## src/wbi_pkg.sv

```systemverilog
/*
 * Shared widths, slave ids, address map and bus word types for the
 * Wishbone shared-bus interconnect. Modules pull these in with a
 * wildcard import in their header.
 */

package wbi_pkg;

  // ------------------------------------------------------------------
  // Bus widths and port counts
  // ------------------------------------------------------------------
  localparam int WB_DAT_W = 32;
  localparam int WB_ADR_W = 32;
  localparam int WB_SEL_W = 4;

  // Masters m0 host, m1 instruction fetch, m2 data access
  localparam int NUM_MST = 3;
  // Slaves s0 memory, s1 peripherals, s2 ADC, s3 pin-mux
  localparam int NUM_SLV = 4;

  typedef logic [$clog2(NUM_MST)-1:0] mst_idx_t;
  typedef logic [$clog2(NUM_SLV)-1:0] tid_t;

  // Target slave ids
  localparam tid_t TID_MEM    = 2'd0;
  localparam tid_t TID_PERIPH = 2'd1;
  localparam tid_t TID_ADC    = 2'd2;
  localparam tid_t TID_PINMUX = 2'd3;

  // ------------------------------------------------------------------
  // Address map
  // ------------------------------------------------------------------
  // 0x0000_0000 .. 0x0FFF_FFFF memory region
  localparam logic [3:0]  MEM_REGION_PFX = 4'h0;
  // 0x1000_xxxx memory controller registers
  localparam logic [15:0] MEM_REG_PFX    = 16'h1000;
  // 0x1001_xxxx peripheral block
  localparam logic [15:0] PERIPH_PFX     = 16'h1001;
  // 0x1002_xxxx ADC registers
  localparam logic [15:0] ADC_PFX        = 16'h1002;
  // 0x1003_xxxx pin-mux registers
  localparam logic [15:0] PINMUX_PFX     = 16'h1003;
  // Anything else lands on memory

  // ------------------------------------------------------------------
  // Bus words
  // ------------------------------------------------------------------
  // Request from a master, 71 bits
  typedef struct packed {
    logic [WB_DAT_W-1:0] dat;
    logic [WB_ADR_W-1:0] adr;
    logic [WB_SEL_W-1:0] sel;
    logic                we;
    logic                cyc;
    logic                stb;
  } wb_req_t;

  // Read data and ack back toward a master, 33 bits
  typedef struct packed {
    logic [WB_DAT_W-1:0] dat;
    logic                ack;
  } wb_rsp_t;

  // Decoded request carrying its target id, 73 bits
  typedef struct packed {
    wb_req_t req;
    tid_t    tid;
  } wb_slv_req_t;

endpackage

```

## src/wbi_rr_arb.sv

```systemverilog
/*
 * Round-robin arbiter for the shared bus. The grant is registered and
 * only moves away from the owner once the owner stops requesting.
 */

`timescale 1ns/1ps

module wbi_rr_arb
  import wbi_pkg::*;
(
  input  logic               clk_i,
  input  logic               arst_n_i,
  input  logic [NUM_MST-1:0] req_i,
  output mst_idx_t           gnt_o
);

  mst_idx_t gnt_q;
  mst_idx_t gnt_d;

  // ------------------------------------------------------------------
  // Next owner search
  // ------------------------------------------------------------------
  always_comb begin
    int unsigned idx;
    gnt_d = gnt_q;
    idx   = 0;
    // Owner keeps the bus while it still requests
    if (!req_i[gnt_q]) begin
      // Walk backwards so the nearest requester after the owner wins
      for (int k = NUM_MST - 1; k >= 1; k--) begin
        idx = (int'(gnt_q) + k) % NUM_MST;
        if (req_i[idx]) begin
          gnt_d = mst_idx_t'(idx);
        end
      end
    end
  end

  // Grant register, master 0 owns the bus out of reset
  always_ff @(posedge clk_i or negedge arst_n_i) begin
    if (!arst_n_i) begin
      gnt_q <= '0;
    end else begin
      gnt_q <= gnt_d;
    end
  end

  assign gnt_o = gnt_q;

  // Grant never points past the last master
  a_gnt_range: assert property (
    @(posedge clk_i) disable iff (!arst_n_i)
    int'(gnt_q) < NUM_MST
  ) else $error("arbiter grant %0d out of range", gnt_q);

endmodule

```

## src/wbi_master_mux.sv

```systemverilog
/*
 * Master side multiplexer. Puts the granted master's request on the
 * shared bus, returns the bus response to that master alone and builds
 * the request vector the arbiter works from.
 */

`timescale 1ns/1ps

module wbi_master_mux
  import wbi_pkg::*;
(
  input  mst_idx_t           gnt_i,
  input  wb_req_t            m_req_i [NUM_MST],
  output wb_rsp_t            m_rsp_o [NUM_MST],
  output wb_req_t            bus_req_o,
  input  wb_rsp_t            bus_rsp_i,
  output logic [NUM_MST-1:0] arb_req_o
);

  // ------------------------------------------------------------------
  // Request select
  // ------------------------------------------------------------------
  always_comb begin
    bus_req_o = '0;
    for (int i = 0; i < NUM_MST; i++) begin
      if (gnt_i == mst_idx_t'(i)) begin
        bus_req_o = m_req_i[i];
      end
    end
  end

  // ------------------------------------------------------------------
  // Response fan-out and arbiter requests
  // ------------------------------------------------------------------
  for (genvar i = 0; i < NUM_MST; i++) begin : g_mst
    // Masters without the grant see an idle bus
    assign m_rsp_o[i] = (gnt_i == mst_idx_t'(i)) ? bus_rsp_i : '0;

    // A strobe that is being acked no longer counts as a request
    // so the grant can rotate on the ack cycle
    assign arb_req_o[i] = m_req_i[i].stb & ~m_rsp_o[i].ack;
  end

endmodule

```

## src/wbi_addr_decode.sv

```systemverilog
/*
 * Address decoder for the granted request. Looks the address up in the
 * map to find the target slave and word-aligns it.
 */

`timescale 1ns/1ps

module wbi_addr_decode
  import wbi_pkg::*;
(
  input  wb_req_t     bus_req_i,
  output wb_slv_req_t slv_req_o
);

  logic [15:0] adr_hi;

  assign adr_hi = bus_req_i.adr[WB_ADR_W-1 -: 16];

  always_comb begin
    slv_req_o.req = bus_req_i;
    // Word aligned access only
    slv_req_o.req.adr[1:0] = 2'b00;

    // Memory region has priority over the register windows
    if (bus_req_i.adr[WB_ADR_W-1 -: 4] == MEM_REGION_PFX) begin
      slv_req_o.tid = TID_MEM;
    end else begin
      case (adr_hi)
        MEM_REG_PFX: slv_req_o.tid = TID_MEM;
        PERIPH_PFX:  slv_req_o.tid = TID_PERIPH;
        ADC_PFX:     slv_req_o.tid = TID_ADC;
        PINMUX_PFX:  slv_req_o.tid = TID_PINMUX;
        // Holes in the map default to memory
        default:     slv_req_o.tid = TID_MEM;
      endcase
    end
  end

endmodule

```

## src/wbi_stage.sv

```systemverilog
/*
 * Staging registers between the master side and the slave side of the
 * bus. One request is held toward the slaves until acked, and the ack
 * and read data are registered on the way back.
 */

`timescale 1ns/1ps

module wbi_stage
  import wbi_pkg::*;
(
  input  logic        clk_i,
  input  logic        arst_n_i,
  // Decoded request from the granted master
  input  wb_slv_req_t m_req_i,
  output wb_rsp_t     m_rsp_o,
  // Held request toward the slave router
  output wb_slv_req_t s_req_o,
  input  wb_rsp_t     s_rsp_i
);

  wb_slv_req_t req_q;
  wb_rsp_t     rsp_q;
  logic        accept;
  logic        done;

  // ------------------------------------------------------------------
  // Handshake control
  // ------------------------------------------------------------------
  // Slave has answered the held request
  assign done = req_q.req.stb & s_rsp_i.ack;

  // New request only when nothing is held and the previous ack
  // has left the response register
  assign accept = ~req_q.req.stb & ~rsp_q.ack & m_req_i.req.stb;

  // ------------------------------------------------------------------
  // Request register
  // ------------------------------------------------------------------
  always_ff @(posedge clk_i or negedge arst_n_i) begin
    if (!arst_n_i) begin
      req_q <= '0;
    end else if (done) begin
      // Drop strobe and park the bus with everything low
      req_q <= '0;
    end else if (accept) begin
      req_q <= m_req_i;
    end
  end

  // ------------------------------------------------------------------
  // Response register
  // ------------------------------------------------------------------
  always_ff @(posedge clk_i or negedge arst_n_i) begin
    if (!arst_n_i) begin
      rsp_q <= '0;
    end else begin
      // Ack pulses for one cycle since the strobe drops on the same edge
      rsp_q.ack <= done;
      if (done) begin
        rsp_q.dat <= s_rsp_i.dat;
      end
    end
  end

  assign s_req_o = req_q;
  assign m_rsp_o = rsp_q;

  // ------------------------------------------------------------------
  // Checks
  // ------------------------------------------------------------------
  // Slave back-pressure holds the request word steady
  a_req_stable: assert property (
    @(posedge clk_i) disable iff (!arst_n_i)
    (s_req_o.req.stb && !s_rsp_i.ack) |=> $stable(s_req_o)
  ) else $error("staged request changed while waiting for slave ack");

  // Master ack is a single cycle pulse
  a_ack_pulse: assert property (
    @(posedge clk_i) disable iff (!arst_n_i)
    m_rsp_o.ack |=> !m_rsp_o.ack
  ) else $error("master ack held for two cycles");

endmodule

```

## src/wbi_slave_route.sv

```systemverilog
/*
 * Slave side router. Steers the staged request to the slave named by
 * its target id, trims each slave's address and picks that slave's
 * response for the return path.
 */

`timescale 1ns/1ps

module wbi_slave_route
  import wbi_pkg::*;
#(
  // Address bits delivered to the ADC and pin-mux slaves
  parameter int NARROW_ADR_W = 8
) (
  input  wb_slv_req_t s_req_i,
  output wb_rsp_t     s_rsp_o,
  output wb_req_t     slv_req_o [NUM_SLV],
  input  wb_rsp_t     slv_rsp_i [NUM_SLV]
);

  // Keeps the low NARROW_ADR_W address bits
  localparam logic [WB_ADR_W-1:0] NARROW_MASK =
    {WB_ADR_W{1'b1}} >> (WB_ADR_W - NARROW_ADR_W);

  // ------------------------------------------------------------------
  // Request steering and response select
  // ------------------------------------------------------------------
  always_comb begin
    s_rsp_o = '0;
    for (int k = 0; k < NUM_SLV; k++) begin
      // Slaves that are not addressed see a quiet bus
      slv_req_o[k] = '0;
      if (s_req_i.tid == tid_t'(k)) begin
        slv_req_o[k] = s_req_i.req;
        s_rsp_o      = slv_rsp_i[k];
      end
    end

    // Peripheral block decodes within its 256 MB window
    slv_req_o[TID_PERIPH].adr[WB_ADR_W-1 -: 4] = 4'h0;

    // Register slaves only need a short offset
    slv_req_o[TID_ADC].adr    = slv_req_o[TID_ADC].adr & NARROW_MASK;
    slv_req_o[TID_PINMUX].adr = slv_req_o[TID_PINMUX].adr & NARROW_MASK;
  end

endmodule

```

## src/wb_interconnect.sv

```systemverilog
/*
 * Wishbone shared-bus interconnect top, three masters to four slaves.
 * Packs the flat Wishbone ports into bus words and chains arbiter,
 * master mux, decoder, staging registers and slave router.
 */

`timescale 1ns/1ps

module wb_interconnect
  import wbi_pkg::*;
#(
  parameter int NARROW_ADR_W = 8
) (
  input  logic                    clk_i,
  input  logic                    arst_n_i,
  // Master 0, external host
  input  logic [WB_DAT_W-1:0]     m0_wbd_dat_i,
  input  logic [WB_ADR_W-1:0]     m0_wbd_adr_i,
  input  logic [WB_SEL_W-1:0]     m0_wbd_sel_i,
  input  logic                    m0_wbd_we_i,
  input  logic                    m0_wbd_cyc_i,
  input  logic                    m0_wbd_stb_i,
  output logic [WB_DAT_W-1:0]     m0_wbd_dat_o,
  output logic                    m0_wbd_ack_o,
  // Master 1, instruction fetch
  input  logic [WB_DAT_W-1:0]     m1_wbd_dat_i,
  input  logic [WB_ADR_W-1:0]     m1_wbd_adr_i,
  input  logic [WB_SEL_W-1:0]     m1_wbd_sel_i,
  input  logic                    m1_wbd_we_i,
  input  logic                    m1_wbd_cyc_i,
  input  logic                    m1_wbd_stb_i,
  output logic [WB_DAT_W-1:0]     m1_wbd_dat_o,
  output logic                    m1_wbd_ack_o,
  // Master 2, data access
  input  logic [WB_DAT_W-1:0]     m2_wbd_dat_i,
  input  logic [WB_ADR_W-1:0]     m2_wbd_adr_i,
  input  logic [WB_SEL_W-1:0]     m2_wbd_sel_i,
  input  logic                    m2_wbd_we_i,
  input  logic                    m2_wbd_cyc_i,
  input  logic                    m2_wbd_stb_i,
  output logic [WB_DAT_W-1:0]     m2_wbd_dat_o,
  output logic                    m2_wbd_ack_o,
  // Slave 0, memory
  input  logic [WB_DAT_W-1:0]     s0_wbd_dat_i,
  input  logic                    s0_wbd_ack_i,
  output logic [WB_DAT_W-1:0]     s0_wbd_dat_o,
  output logic [WB_ADR_W-1:0]     s0_wbd_adr_o,
  output logic [WB_SEL_W-1:0]     s0_wbd_sel_o,
  output logic                    s0_wbd_we_o,
  output logic                    s0_wbd_cyc_o,
  output logic                    s0_wbd_stb_o,
  // Slave 1, peripheral block
  input  logic [WB_DAT_W-1:0]     s1_wbd_dat_i,
  input  logic                    s1_wbd_ack_i,
  output logic [WB_DAT_W-1:0]     s1_wbd_dat_o,
  output logic [WB_ADR_W-1:0]     s1_wbd_adr_o,
  output logic [WB_SEL_W-1:0]     s1_wbd_sel_o,
  output logic                    s1_wbd_we_o,
  output logic                    s1_wbd_cyc_o,
  output logic                    s1_wbd_stb_o,
  // Slave 2, ADC registers
  input  logic [WB_DAT_W-1:0]     s2_wbd_dat_i,
  input  logic                    s2_wbd_ack_i,
  output logic [WB_DAT_W-1:0]     s2_wbd_dat_o,
  output logic [NARROW_ADR_W-1:0] s2_wbd_adr_o,
  output logic [WB_SEL_W-1:0]     s2_wbd_sel_o,
  output logic                    s2_wbd_we_o,
  output logic                    s2_wbd_cyc_o,
  output logic                    s2_wbd_stb_o,
  // Slave 3, pin-mux registers
  input  logic [WB_DAT_W-1:0]     s3_wbd_dat_i,
  input  logic                    s3_wbd_ack_i,
  output logic [WB_DAT_W-1:0]     s3_wbd_dat_o,
  output logic [NARROW_ADR_W-1:0] s3_wbd_adr_o,
  output logic [WB_SEL_W-1:0]     s3_wbd_sel_o,
  output logic                    s3_wbd_we_o,
  output logic                    s3_wbd_cyc_o,
  output logic                    s3_wbd_stb_o
);

  wb_req_t            m_req [NUM_MST];
  wb_rsp_t            m_rsp [NUM_MST];
  wb_req_t            bus_req;
  wb_rsp_t            bus_rsp;
  wb_slv_req_t        dec_req;
  wb_slv_req_t        stg_req;
  wb_rsp_t            stg_rsp;
  wb_req_t            slv_req [NUM_SLV];
  wb_rsp_t            slv_rsp [NUM_SLV];
  logic [NUM_MST-1:0] arb_req;
  mst_idx_t           gnt;

  // ------------------------------------------------------------------
  // Master port packing
  // ------------------------------------------------------------------
  assign m_req[0] = '{dat: m0_wbd_dat_i, adr: m0_wbd_adr_i, sel: m0_wbd_sel_i,
                      we: m0_wbd_we_i, cyc: m0_wbd_cyc_i, stb: m0_wbd_stb_i};
  assign m_req[1] = '{dat: m1_wbd_dat_i, adr: m1_wbd_adr_i, sel: m1_wbd_sel_i,
                      we: m1_wbd_we_i, cyc: m1_wbd_cyc_i, stb: m1_wbd_stb_i};
  assign m_req[2] = '{dat: m2_wbd_dat_i, adr: m2_wbd_adr_i, sel: m2_wbd_sel_i,
                      we: m2_wbd_we_i, cyc: m2_wbd_cyc_i, stb: m2_wbd_stb_i};

  assign m0_wbd_dat_o = m_rsp[0].dat;
  assign m0_wbd_ack_o = m_rsp[0].ack;
  assign m1_wbd_dat_o = m_rsp[1].dat;
  assign m1_wbd_ack_o = m_rsp[1].ack;
  assign m2_wbd_dat_o = m_rsp[2].dat;
  assign m2_wbd_ack_o = m_rsp[2].ack;

  // ------------------------------------------------------------------
  // Bus datapath
  // ------------------------------------------------------------------
  wbi_rr_arb u_arb (
    .clk_i    (clk_i),
    .arst_n_i (arst_n_i),
    .req_i    (arb_req),
    .gnt_o    (gnt)
  );

  wbi_master_mux u_mmux (
    .gnt_i     (gnt),
    .m_req_i   (m_req),
    .m_rsp_o   (m_rsp),
    .bus_req_o (bus_req),
    .bus_rsp_i (bus_rsp),
    .arb_req_o (arb_req)
  );

  wbi_addr_decode u_dec (
    .bus_req_i (bus_req),
    .slv_req_o (dec_req)
  );

  // Breaks the path between master and slave timing domains
  wbi_stage u_stage (
    .clk_i    (clk_i),
    .arst_n_i (arst_n_i),
    .m_req_i  (dec_req),
    .m_rsp_o  (bus_rsp),
    .s_req_o  (stg_req),
    .s_rsp_i  (stg_rsp)
  );

  wbi_slave_route #(
    .NARROW_ADR_W (NARROW_ADR_W)
  ) u_route (
    .s_req_i   (stg_req),
    .s_rsp_o   (stg_rsp),
    .slv_req_o (slv_req),
    .slv_rsp_i (slv_rsp)
  );

  // ------------------------------------------------------------------
  // Slave port packing
  // ------------------------------------------------------------------
  assign slv_rsp[0] = '{dat: s0_wbd_dat_i, ack: s0_wbd_ack_i};
  assign slv_rsp[1] = '{dat: s1_wbd_dat_i, ack: s1_wbd_ack_i};
  assign slv_rsp[2] = '{dat: s2_wbd_dat_i, ack: s2_wbd_ack_i};
  assign slv_rsp[3] = '{dat: s3_wbd_dat_i, ack: s3_wbd_ack_i};

  assign s0_wbd_dat_o = slv_req[0].dat;
  assign s0_wbd_adr_o = slv_req[0].adr;
  assign s0_wbd_sel_o = slv_req[0].sel;
  assign s0_wbd_we_o  = slv_req[0].we;
  assign s0_wbd_cyc_o = slv_req[0].cyc;
  assign s0_wbd_stb_o = slv_req[0].stb;

  assign s1_wbd_dat_o = slv_req[1].dat;
  assign s1_wbd_adr_o = slv_req[1].adr;
  assign s1_wbd_sel_o = slv_req[1].sel;
  assign s1_wbd_we_o  = slv_req[1].we;
  assign s1_wbd_cyc_o = slv_req[1].cyc;
  assign s1_wbd_stb_o = slv_req[1].stb;

  // Router already cleared the upper bits of the narrow slaves
  assign s2_wbd_dat_o = slv_req[2].dat;
  assign s2_wbd_adr_o = slv_req[2].adr[NARROW_ADR_W-1:0];
  assign s2_wbd_sel_o = slv_req[2].sel;
  assign s2_wbd_we_o  = slv_req[2].we;
  assign s2_wbd_cyc_o = slv_req[2].cyc;
  assign s2_wbd_stb_o = slv_req[2].stb;

  assign s3_wbd_dat_o = slv_req[3].dat;
  assign s3_wbd_adr_o = slv_req[3].adr[NARROW_ADR_W-1:0];
  assign s3_wbd_sel_o = slv_req[3].sel;
  assign s3_wbd_we_o  = slv_req[3].we;
  assign s3_wbd_cyc_o = slv_req[3].cyc;
  assign s3_wbd_stb_o = slv_req[3].stb;

endmodule

```

## config.mk

```make
export PLATFORM = sky130hd
export DESIGN_NAME = wb_interconnect
export DESIGN_NICKNAME = d
export VERILOG_FILES = /design/src/wbi_pkg.sv /design/src/wbi_rr_arb.sv /design/src/wbi_master_mux.sv /design/src/wbi_addr_decode.sv /design/src/wbi_stage.sv /design/src/wbi_slave_route.sv /design/src/wb_interconnect.sv
export SDC_FILE = /design/constraint.sdc
export NUM_CORES = 1
export LEC_CHECK = 0
export BUFFER_PORTS_ARGS = -buffer_cell sky130_fd_sc_hd__buf_4
export CAP_MARGIN = 10
export CORE_AREA = 8 8 258 260
export CTS_BUF_LIST = sky130_fd_sc_hd__clkbuf_4
export CTS_CLUSTER_DIAMETER = 40
export DETAILED_ROUTE_END_ITERATION = 8
export DIE_AREA = 0 0 266 268
export MAX_ROUTING_LAYER = met4
export PLACE_DENSITY = 0.37
export REMOVE_ABC_BUFFERS = 1
export SLEW_MARGIN = 10
export SYNTH_ARGS = -nofsm -noshare
export SYNTH_HDL_FRONTEND = slang
export SYNTH_SLANG_ARGS = --single-unit
```

## constraint.sdc

```tcl
create_clock -name clk_i -period 2.25 [get_ports clk_i]
set_input_delay 0.45 -clock clk_i [delete_from_list [all_inputs] [get_ports clk_i]]
set_output_delay 0.45 -clock clk_i [all_outputs]
set_load 0.01 [all_outputs]
```

Yosys cells after proc, flatten, opt, wreduce, memory -nomap -nowiden
Cells that the tools add are included.

Input port bits: 347. Bits in registers: 108. Output and inout port bits: 335. Logic and storage cells: 69.

Multiplexer cells: 26. Add/sub/neg operators: 2. Bitwise gates (word level): 12. Reductions and logical operators: 6. Order comparisons: 3. Div/mod/pow operators: 2. Eq/ne operators: 8.

Operators with widths (count): 71-bit 2-to-1 mux (7); 33-bit 2-to-1 mux (7); 73-bit 2-to-1 mux (2); 32-bit by 3-bit < comparator with 1-bit output, second input constant (2); 32-bit by 3-bit modulo with 32-bit output, second input constant (2); 16-bit by 13-bit equality test with 1-bit output, second input constant (3); 1-bit bitwise AND (6); 1-bit binary-select mux with 2-bit select (3); 2-bit equality test, second input constant (3); 2-bit 2-to-1 mux (3); 1-bit inverter (6); 2-bit case mux with 3 select lines (1); 2-bit by 1-bit equality test with 1-bit output, second input constant (2); 2-bit zero test (2); 4-bit zero test (1); 2-bit nonzero test (2); 2-bit by 1-bit adder with 3-bit output, second input constant (1); 2-bit by 2-bit adder with 3-bit output, second input constant (1); 2-bit by 3-bit < comparator with 1-bit output, second input constant (1); 1-bit 2-to-1 mux (3); 2-bit AND reduction (1).

Depth between registers and ports, before layout
Gate-level depths: netlist (run 1).

Depth in word-level cells: 9. Gate-level depth with buffers: 10. Mapped depth without buffers: 7.

By module
Synthesis (run 1) repeated with hierarchy kept, for this count alone.

Cell total of the unflattened synthesis: 1252. Area, all modules: 12221.7 um2.

Modules (own cells, without submodules): wbi_stage (times used 1, seq. area each 2652.5 um2, cells each 490, area each 5983.2 um2); wbi_slave_route (times used 1, seq. area each 0.0 um2, cells each 376, area each 3219.3 um2); wbi_master_mux (times used 1, seq. area each 0.0 um2, cells each 281, area each 2209.6 um2); wbi_addr_decode (times used 1, seq. area each 0.0 um2, cells each 79, area each 591.8 um2); wbi_rr_arb (times used 1, seq. area each 50.0 um2, cells each 26, area each 217.7 um2).

Least setup slack after synthesis (run 1)
No wires, ideal clock.

Path type: reg2out. Start point: reg u_arb.gnt_q[0] (netlist: u_arb.gnt_o[0]). End point: out m2_wbd_dat_o[10]. Setup slack: 0.149 ns. Cell stages (with the launch flop): 8. Arrival time: 1.651 ns. Required time: 1.800 ns. Buffers on the path: 4. Cell sequence: dfrtp_1 inv_1 ha_1 buf_2 buf_2 buf_2 clkbuf_1 and2_1.

Word-level cells in the longest chain between the ends: 2.

RTL lines: start, declared (line wbi_rr_arb.sv:17) `mst_idx_t gnt_q;`; start signal, assigned (line wbi_rr_arb.sv:44) `gnt_q <= gnt_d;`; 2-bit equality test (line wbi_master_mux.sv:37) `assign m_rsp_o[i] = (gnt_i == mst_idx_t'(i)) ? bus_rsp_i : '0;`; 33-bit 2-to-1 mux (line wbi_master_mux.sv:37); end, declared (line wb_interconnect.sv:41) `output logic [WB_DAT_W-1:0] m2_wbd_dat_o,`.

Every way passes these cells.

Worst setup path in the final report (run 1)
Start point: reg u_arb.gnt_q[1] (netlist: u_arb.gnt_o[1]). End point: out m2_wbd_dat_o[19].

Same word-level chain as after synthesis.

==> summary.txt, run 1 <==
Outcome
  – Status: finished, violations left
  – Failing checks: setup timing

Timing
  – Tmin final: about 2.4 ns
  – Crit share post-route: 1.080
  – Worst hold slack: about 0.14 ns
  – Final setup fails: roughly 350
  – Hold Vio Cnt, Final: 0
  – Worst Clk Skew: around 0.042 ns
  – Slew Viols, Final: 0
  – RSZ-0062 raised after global routing: yes
  – Fmax: ~0.41 GHz
  – Worst setup margin: -0.1807 ns

Power
  – Leakage: between 8 and 9 nW
  – Logic pwr share: 0.735
  – Flop pwr share: 0.195
  – Pwr Total: 17.81 mW
  – Psw: 7.729 mW
  – Clk network pwr share: 0.069
  – Pwr Density: 985.0 nW/um^2
  – Worst VDD drop: slightly above 0.4 mV
  – Sw Ratio: 0.4341
  – Power Internal: roughly 10 mW

Detailed routing
  – Met1 WL: around 24000 um
  – Vias per cell: just over 4
  – Met2 routed WL: approximately 33000 um
  – WL/cell: between 20 and 25 um
  – Uppermost layer routed: met4
  – Drc violations: 0
  – WL met3: approximately 3200 um
  – Routed vias: about 11000
  – Total Wirelength: a little over 60000 um
  – Initial DRC count: between 400 and 500
  – DRT antenna net count: 0
  – DR pass1 iterations: 5

Floorplan
  – Die area: 71290 um^2
  – Core Region: 62390 um^2
  – Chip width: 266 um
  – Initial Utilization: 0.1434
  – Row count: a little over 90
  – Die outline height: between 200 and 300 um
  – Boundary pin count: roughly 700

Run
  – Maxcap violations: 0

Synthesis
  – Main combinational cell family by area after synthesis: simple AND/OR/NAND/NOR gates
  – Syn_area_per_cell: about 8.3 um^2
  – Mux contribution to synthesized area: 0.1270
  – Sequential fraction of the synthesis area: 0.2965
  – Async set or reset register ratio after synthesis: 1.000
  – XOR/XNOR Fraction of Synth Area: 0
  – Yosys cell types: 39
  – Syn Inst Count: between 1000 and 1500
  – Commonest register cell after synthesis: dfrtp_1
  – Compound-Gate Fraction of Synth Area: 0.1269
  – Post-Synth Adder-Cell Area: 0.006994
  – Synth Area in Simple Gates: 0.3694
  – Yosys reg bits: about 110
  – Number of synthesized flops with an enable pin: 0
  – Synth warnings: 0
  – Mapped Area: 8945 um^2

Global route
  – Vias in the first global route: between 10000 and 15000
  – Largest net degree at the start of global routing: approximately 60
  – Total grt overflow: 0
  – First-pass GRT wire length: roughly 82000 um
  – Initial antenna violation count: 5
  – Total global-route track usage: 0.1627

Clocking
  – Max Root-Sink Buffers: 2
  – Cts bufs inserted: 9
  – H-tree Lvls: 3
  – CTS root buf: clkbuf_4
  – Sink Count: 106
  – Clock Latency Late Sink: 0.60 ns
  – Worst-path clk slew: about 0.19 ns
  – TritonCTS clock tree: built

Cells and area
  – Share of cells above drive strength 1: 0.5944
  – Fill cell count: 6793
  – Area grow syn2layout: 102.1%
  – Final non-filler cell total: between 2000 and 3000
  – FF+latch area: around 2700 um^2
  – Area of the multi-input gates: between 6000 and 7000 um^2
  – Net count, final: around 2100

Place
  – Placer Congestion: between 0.8 and 0.9
  – Pre-CTS WS: 0.04759 ns
  – IO Port Bufs: between 600 and 700
  – Post-DP HPWL: roughly 41000 um
  – Inst Count DP: about 2500

Worst setup path
  – Critical path required time: 1.80 ns
  – Critical Path AT: between 1.5 and 2 ns
  – CP Max Fanout: 5
  – CP Launch Type: flip-flop
  – Setup crit end kind: output pin
  – Setup CP Type: flip-flop to output pin

Worst hold path
  – Hold WC Path Type: input pin to flip-flop
[sequential cells by signal, summed over array words and instances, names as in the netlist]
signal and count:
u_arb.gnt_o 2, u_stage.m_rsp_o 33, u_stage.s_req_o 71
[through the flow]
step | TNS, ns | util | area [um^2]
after floorplan | -847.19 | - | 8358
after global placement | 0 | 0.2417 | 15080
after detailed placement | 0 | 0.2417 | 15080
after CTS | -98.42 | 0.2755 | 17190
after global routing | -98.57 | 0.2897 | 18080
final | -35.67 | 0.2897 | 18080
[synth_stat cells (4+ instances only)]
cell	number	area (um^2)
buf_2	12	60.06
and3_1	45	281.5
buf_4	13	97.59
mux4_2	33	743.2
a2bb2oi_1	12	105.1
nand3b_1	66	495.5
nand3_1	71	355.3
o21ai_0	22	110.1
ha_1	5	62.56
dfrtp_1	106	2653
buf_6	12	135.1
clkbuf_1	77	289.0
and2_1	277	1733
a21oi_1	124	620.6
nor2_1	4	15.01
o21ai_1	41	205.2
inv_1	6	22.52
nand2_1	70	262.8
nand2b_1	13	81.33
mux2_2	34	382.9
nor2b_1	4	25.02
buf_1	7	26.28
[path summary, 6_finish.rpt]
kind                                     startpoint                   to  slack (ns)  cells after the start
worst max-delay path                 u_arb.gnt_o[1]     m2_wbd_dat_o[19]       -0.18                      7
worst min-delay path               m2_wbd_dat_i[16]  u_stage.s_req_o[57]        0.14                      3
worst max register to register   u_stage.s_req_o[0]   u_stage.m_rsp_o[4]       -0.17                      7
worst min register to register  u_stage.s_req_o[38]  u_stage.s_req_o[38]        0.52                      2
max in group asynchronous                  arst_n_i  u_stage.s_req_o[56]        1.22                      3
min in group asynchronous                  arst_n_i  u_stage.m_rsp_o[28]        0.28                      2
[worst max-delay path, cell delays in order, from the launching register on]
cell and delay [ns]:
dfrtp_1 0.44, buf_6 0.13, ha_4 0.17, buf_12 0.14, buf_8 0.14, buf_16 0.14, and2_4 0.13, buf_6 0.12
[what timing repair did]
item / CTS / global route
gates resized for setup: 211 / 192
endpoints found under the setup margin: 323 / 427
cloned: 26 / 9
setup buffers: 40 / 16
hold buffers: 11 / 0
endpoints found under the hold margin: 31 / 0
pin swaps: 14 / 28
[power by group through the flow]
stage / clock network [mW] / logic [mW] / registers (mW)
global placement: 0 / 9.78 / 3.41
CTS: 1.35 / 12.4 / 3.44
floorplan: 0 / 5.10 / 3.05
global route: 1.39 / 14.1 / 3.60
finish: 1.23 / 13.1 / 3.48
detailed placement: 0 / 9.80 / 3.44
[logic make-up (layout without fill, tap and decap cells)]
kind of cell             after synthesis  in the layout
buffers and inverters                128            826
AO/OA/AOI/OAI                        210            210
multiplexers                          68             68
AND/OR/NAND/NOR                      558            558
flip-flops                           106            106
adder cells (fa/ha/maj)                5              5
other                                  1             18
[layout make-up]
type,instances,area share
timing repair buffer,804,0.4380
multi-input combinational,853,0.3456
sequential,106,0.1471
tap,846,0.05856
clock inverter,6,0.004499
clock buffer,10,0.004153
inverter,6,0.001246
antenna,6,0.0008306
[routing by layer]
metal	up-vias	GRT usage
met1	5371	0.1836
met4	0	0.03519
met2	372	0.2957
met5	-	-
li1	5108	-
met3	56	0.03248
[layout by cell type (no fill, tap or decap), drive strengths merged, types with 4 or more instances in the layout]
cell and n:
nor2 4, ha 5, diode 6, a2bb2oi 12
bufbuf 5, buf 780, conb 12, clkbuf 18
and2 277, a21oi 124, dlygate4sd3 11, o21ai 63
nand2b 13, nand3 71, mux4 33, mux2 34
nand3b 66, inv 6, nand2 71, and3 45
nor2b 4, dfrtp 106
Power figures use the tool's default switching activity.
==> inputs of run 2 (changes only) <==
--- a/config.mk
+++ b/config.mk
@@ -15,6 +15,7 @@
 export MAX_ROUTING_LAYER = met4
 export PLACE_DENSITY = 0.37
 export REMOVE_ABC_BUFFERS = 1
+export SETUP_SLACK_MARGIN = 0.02
 export SLEW_MARGIN = 10
 export SYNTH_ARGS = -nofsm -noshare
 export SYNTH_HDL_FRONTEND = slang
==> run 2 against run 1 <==
Largest power group unchanged. Clock skew fell by 0.0072 ns. Final cell count did not move. Routed wire length rose by 0.12%. Sequential power barely moved. First-iteration DRC count rose by 0.23%. Combinational power barely moved. Setup slack improved by 0.0039 ns. Worst hold slack improved by 0.0015 ns. Via count fell by 0.33%. Highest routed layer unchanged. The run still ends with setup timing left. Critical endpoint is now m2_wbd_dat_o[29].
==> summary.txt, run 2 (synthesis gave the netlist of run 1 again) <==
Floorplan
  – Die outline height: 268 um
  – Die area: between 70000 and 80000 um^2
  – Initial Utilization: 0.1434
  – Chip width: 266 um
  – Row count: between 90 and 100
  – Core Region: 62390 um^2
  – Boundary pin count: between 600 and 700

Worst setup path
  – R2R Path Start: u_stage.s_req_o[0]
  – Crit path launch: u_arb.gnt_o[1]
  – CP Max Fanout: 5
  – Reg-to-reg slack, setup: -0.16 ns
  – Critical path required time: between 1.5 and 2 ns
  – Critical Path AT: a little under 2 ns
  – CP Launch Type: flip-flop
  – FF-to-FF End: u_stage.m_rsp_o[4]
  – Setup crit end kind: output pin
  – Depth of the worst register-to-register path: 7
  – Setup CP Type: flip-flop to output pin
  – Worst Setup EP: m2_wbd_dat_o[29]

Timing
  – Fmax: ~0.41 GHz
  – RSZ-0062 raised after global routing: yes
  – Worst Clk Skew: 0.03483 ns
  – Final setup fails: 346
  – Crit share post-route: 1.079
  – Worst hold slack: roughly 0.14 ns
  – Tmin final: about 2.4 ns
  – Worst setup margin: -0.1768 ns
  – Slew Viols, Final: 0
  – Hold Vio Cnt, Final: 0

Run
  – Maxcap violations: 0

Clocking
  – CTS root buf: clkbuf_4
  – Clock Latency Late Sink: 0.60 ns
  – Sink Count: about 110
  – H-tree Lvls: 3
  – Worst-path clk slew: 0.18 ns
  – Max Root-Sink Buffers: 2
  – Cts bufs inserted: 9
  – TritonCTS clock tree: built

Place
  – IO Port Bufs: between 600 and 700
  – Area after DPL: 15080 um^2
  – Pre-CTS WS: 0.04759 ns
  – Post-DP HPWL: 40990 um
  – Placer Congestion: 0.8138

Detailed routing
  – DR pass1 iterations: 4
  – WL/cell: 23.58 um
  – Initial DRC count: approximately 450
  – Routed vias: between 10000 and 15000
  – Vias per cell: between 4 and 5
  – Total Wirelength: approximately 62000 um
  – DRT antenna net count: 0
  – Drc violations: 0

Global route
  – Total grt overflow: 0
  – Initial antenna violation count: 5
  – Vias in the first global route: approximately 11000
  – First-pass GRT wire length: a little over 80000 um
  – Total global-route track usage: 0.1627
  – Largest net degree at the start of global routing: ~60

Cells and area
  – Area grow syn2layout: 102.3%
  – Design area: between 15000 and 20000 um^2
  – Most frequent cells in the layout: 546 x buf_4, 171 x buf_6, 153 x and2_4, 124 x and2_1, 123 x a21oi_1
  – Share of cells above drive strength 1: 0.5955
  – Net count, final: ~2100
  – Commonest non-fill, non-tap cell in the layout: buf_4
  – Number of flip-flops in the largest register: 71

Outcome
  – Status: finished, violations left
  – Failing checks: setup timing

Worst hold path
  – Hold WC Path Type: input pin to flip-flop

Power
  – Pwr Density: between 900 and 1000 nW/um^2
  – Worst VDD drop: a little under 0.4 mV
  – Pwr Total: 17.85 mW
  – Leakage: ~8.5 nW
==> run 2: worst min path at each step <==
| stage | start | to | slack [ns] | cells past startpoint |
|---|---|---|---|---|
| 2_1_floorplan | arst_n_i | u_arb.gnt_o[0] | 0.15 | 0 |
| 3_3_place_gp | arst_n_i | u_stage.m_rsp_o[28] | 0.39 | 1 |
| 3_5_place_dp | arst_n_i | u_stage.m_rsp_o[28] | 0.40 | 1 |
| 4_1_cts | m2_wbd_dat_i[22] | u_stage.s_req_o[63] | 0.0007 | 3 |
| 5_1_grt | m2_wbd_dat_i[26] | u_stage.s_req_o[67] | 0.04 | 3 |
| 6_report | m2_wbd_dat_i[16] | u_stage.s_req_o[57] | 0.14 | 3 |
==> run 2: metal layers <==
layer | GRT usage | part of all wire | up-vias
met3 | 0.03248 | 0.055 | 54
li1 | - | - | 5111
met4 | 0.03519 | 0.018 | 0
met5 | - | 0 | -
met2 | 0.2957 | 0.54 | 378
met1 | 0.1836 | 0.39 | 5328
==> run 2: area by class of cell <==
class	count	area, um^2
Fill cell	6796	44300
Timing Repair Buffer	804	7921
Multi-Input combinational cell	853	6261
Sequential cell	106	2660
Tap cell	846	1059
Clock inverter	6	81.33
Clock buffer	10	75.07
Inverter	6	22.52
Antenna cell	6	15.01
==> run 2: through the flow <==
step,utilization,setup TNS (ns),std cells
floorplan,-,-847.19,965
global placement,0.2417,0,2518
detailed placement,0.2417,0,2518
CTS,0.2755,-98.42,2610
global route,0.2900,-99.84,2637
finish,0.2900,-37.17,2637
==> run 2: repair_timing <==
item	CTS	global route
pin swaps	14	28
cloned	26	9
gates resized for setup	211	197
hold buffers	11	0
endpoints found under the setup margin	325	427
buffers inserted	40	16
hold endpoints to repair	31	0
==> run 2: worst max-delay path: stages, from the launching register on <==
cell,delay [ns]
dfrtp_1,0.43
buf_6,0.13
ha_4,0.17
buf_12,0.14
buf_8,0.13
buf_16,0.14
and2_4,0.13
buf_6,0.11
==> run 2: power breakdown <==
part / switching [mW] / total, mW / internal (mW)
sequential: 0.861 / 3.47 / 2.61
combinational: 6.10 / 13.2 / 7.05
clock: 0.771 / 1.23 / 0.454
==> inputs of run 3 (changes only) <==
--- a/config.mk
+++ b/config.mk
@@ -7,13 +7,15 @@
 export LEC_CHECK = 0
 export BUFFER_PORTS_ARGS = -buffer_cell sky130_fd_sc_hd__buf_4
 export CAP_MARGIN = 10
-export CORE_AREA = 8 8 258 260
+export CELL_PAD_IN_SITES_DETAIL_PLACEMENT = 1
+export CELL_PAD_IN_SITES_GLOBAL_PLACEMENT = 1
+export CORE_AREA = 8 8 257 259
 export CTS_BUF_LIST = sky130_fd_sc_hd__clkbuf_4
 export CTS_CLUSTER_DIAMETER = 40
 export DETAILED_ROUTE_END_ITERATION = 8
-export DIE_AREA = 0 0 266 268
+export DIE_AREA = 0 0 265 267
 export MAX_ROUTING_LAYER = met4
-export PLACE_DENSITY = 0.37
+export PLACE_DENSITY = 0.5
 export REMOVE_ABC_BUFFERS = 1
 export SETUP_SLACK_MARGIN = 0.02
 export SLEW_MARGIN = 10
==> run 3 against run 2 <==
The run still ends with setup timing left. Setup slack worse by 0.072 ns. Clock skew is 0.0097 ns lower. Maximum frequency is 2.9% lower. Largest power group unchanged. Count of clock-buffer cells in the layout is 1 lower. Utilization is 1.6 points higher. Die area is 0.75% lower.
==> summary.txt, run 3 (synthesis gave the netlist of run 1 again) <==
Power
  – Power Internal: about 11 mW
  – Logic pwr share: 0.768
  – Worst VDD drop: between 0.3 and 0.4 mV
  – Psw: between 8 and 9 mW
  – Flop pwr share: 0.178
  – Pwr Total: roughly 20 mW
  – Leakage: around 9 nW
  – Pwr Density: 1056 nW/um^2
  – Sw Ratio: 0.4418
  – Clk network pwr share: 0.054

Global route
  – Total grt overflow: 0
  – Initial antenna violation count: 7
  – Vias in the first global route: about 12000
  – First-pass GRT wire length: around 90000 um
  – Total global-route track usage: 0.1809
  – Largest net degree at the start of global routing: just over 70

Floorplan
  – Die outline height: about 270 um
  – Core Region: 62160 um^2
  – Row count: slightly above 90
  – Chip width: ~270 um
  – Initial Utilization: 0.1439
  – Die area: between 70000 and 80000 um^2
  – Boundary pin count: around 680

Timing
  – Hold Vio Cnt, Final: 0
  – Sum Neg Setup Slack: -48.75 ns
  – Max_slew headroom: 0.6735
  – Tmin final: 2.498 ns
  – Fmax: 0.4003 GHz
  – Worst-Margin Slew: 0.4847 ns
  – Final setup fails: ~380
  – Slew Viols, Final: 0
  – Worst hold slack: roughly 0.11 ns
  – Crit share post-route: 1.110
  – Worst setup margin: -0.2483 ns
  – Worst Clk Skew: between 0.02 and 0.03 ns
  – RSZ-0062 raised after global routing: yes

Outcome
  – Failing checks: setup timing
  – Status: finished, violations left

Worst hold path
  – Hold path start: m2_wbd_dat_i[14]
  – Hold WC Path Type: input pin to flip-flop
  – Hold EP: u_stage.s_req_o[55]
  – WHS Path Cells: 3

Place
  – Area after DPL: ~15000 um^2
  – IO Port Bufs: between 600 and 700
  – Placer Congestion: slightly above 0.8
  – Pre-CTS WS: around 0.18 ns
  – Post-DP HPWL: between 40000 and 50000 um
  – Inst Count DP: roughly 2500

Worst setup path
  – Depth of the worst register-to-register path: 11
  – Crit path launch: u_stage.s_req_o[0]
  – Setup crit end kind: output pin
  – FF-to-FF End: u_stage.s_req_o[31]
  – Critical path required time: around 1.8 ns
  – Reg-to-reg slack, setup: -0.08 ns
  – R2R Path Start: u_arb.gnt_o[0]
  – Critical Path AT: approximately 2.1 ns
  – Setup CP Type: flip-flop to output pin
  – CP Max Fanout: 8
  – CP Launch Type: flip-flop

Detailed routing
  – Initial DRC count: about 450
  – DR pass1 iterations: 4
  – DRT antenna net count: 0
  – Routed vias: about 11000
  – Vias per cell: roughly 4.3
  – Total Wirelength: approximately 70000 um
  – Drc violations: 0
  – WL/cell: approximately 27 um

Cells and area
  – Final non-filler cell total: roughly 2600
  – Number of flip-flops in the largest register: around 70
  – Net count, final: approximately 2200
  – Layout Utilization: 0.3060
  – Most frequent cells in the layout: 492 x buf_4, 232 x buf_6, 213 x and2_4, 118 x a21oi_1, 104 x dfrtp_1
  – Share of cells above drive strength 1: 0.6475
  – Commonest non-fill, non-tap cell in the layout: buf_4
  – FF+latch area: 2660 um^2
  – Area grow syn2layout: 112.6%
  – Design area: about 19000 um^2
  – Area of the multi-input gates: roughly 6500 um^2
  – Fill cell count: around 7000

Clocking
  – Sink Count: between 100 and 150
  – Cts bufs inserted: 9
  – Max Root-Sink Buffers: 2
  – Clock Latency Late Sink: around 0.6 ns
  – TritonCTS clock tree: built
  – H-tree Lvls: 3
  – CTS root buf: clkbuf_4
  – Worst-path clk slew: 0.21 ns

Run
  – Maxcap violations: 0
## run 3: cell count changes in the layout (fill, tap and decap cells not counted), sizes merged
cell,previous run,this run
buf,780,795
bufbuf,5,12
bufinv,2,0
clkbuf,18,24
clkinv,3,5
clkinvlp,1,0
diode,6,7
dlygate4sd3,11,7
inv,6,8
## run 3: worst max path at each step
stage | end | slack [ns] | cells past startpoint
floorplan | u_stage.s_req_o[0] | -5.08 | 7
global placement | u_stage.s_req_o[30] | 0.19 | 8
detailed placement | u_arb.gnt_o[0] | 0.18 | 7
CTS | s0_wbd_adr_o[21] | -0.40 | 7
global route | s0_wbd_adr_o[13] | -0.39 | 6
finish | s2_wbd_dat_o[4] | -0.25 | 6
## run 3: power by group through the flow
stage,Sequential [mW],Clock [mW],Combinational [mW]
finish,3.57,1.09,15.4
global route,3.66,1.22,16.4
CTS,3.49,1.19,14.0
detailed placement,3.47,0,9.64
global placement,3.42,0,9.52
floorplan,3.05,0,5.10
## run 3: area by class of cell
type                       count  area share
sequential                   106      0.1399
multi-input combinational    853      0.3442
tap                          799     0.05256
antenna                        7   0.0009209
inverter                       6    0.001184
clock inverter                 7    0.003223
timing repair buffer         829      0.4545
clock buffer                   9    0.003552
## run 3: per-layer routing
| layer | track usage | up-vias | wire length (um) |
|---|---|---|---|
| li1 | - | 5157 | - |
| met1 | 0.2088 | 5712 | 29600 |
| met4 | 0.04831 | 0 | 1691 |
| met2 | 0.3155 | 443 | 35920 |
| met5 | - | - | 0 |
| met3 | 0.03997 | 62 | 4296 |
## run 3: repair_timing
item	CTS	global route
endpoints found under the setup margin	318	422
pin swaps	11	16
hold buffers	7	0
gates resized for setup	243	333
cloned	34	19
hold endpoints to repair	112	0
buffers inserted	62	24
## run 3: worst max-delay path, stage by stage, from the launching register on
cell and delay [ns]:
dfrtp_4 0.55, buf_12 0.15, nor2b_4 0.16, buf_12 0.17, clkbuf_16 0.18, and2_4 0.15
buf_6 0.09
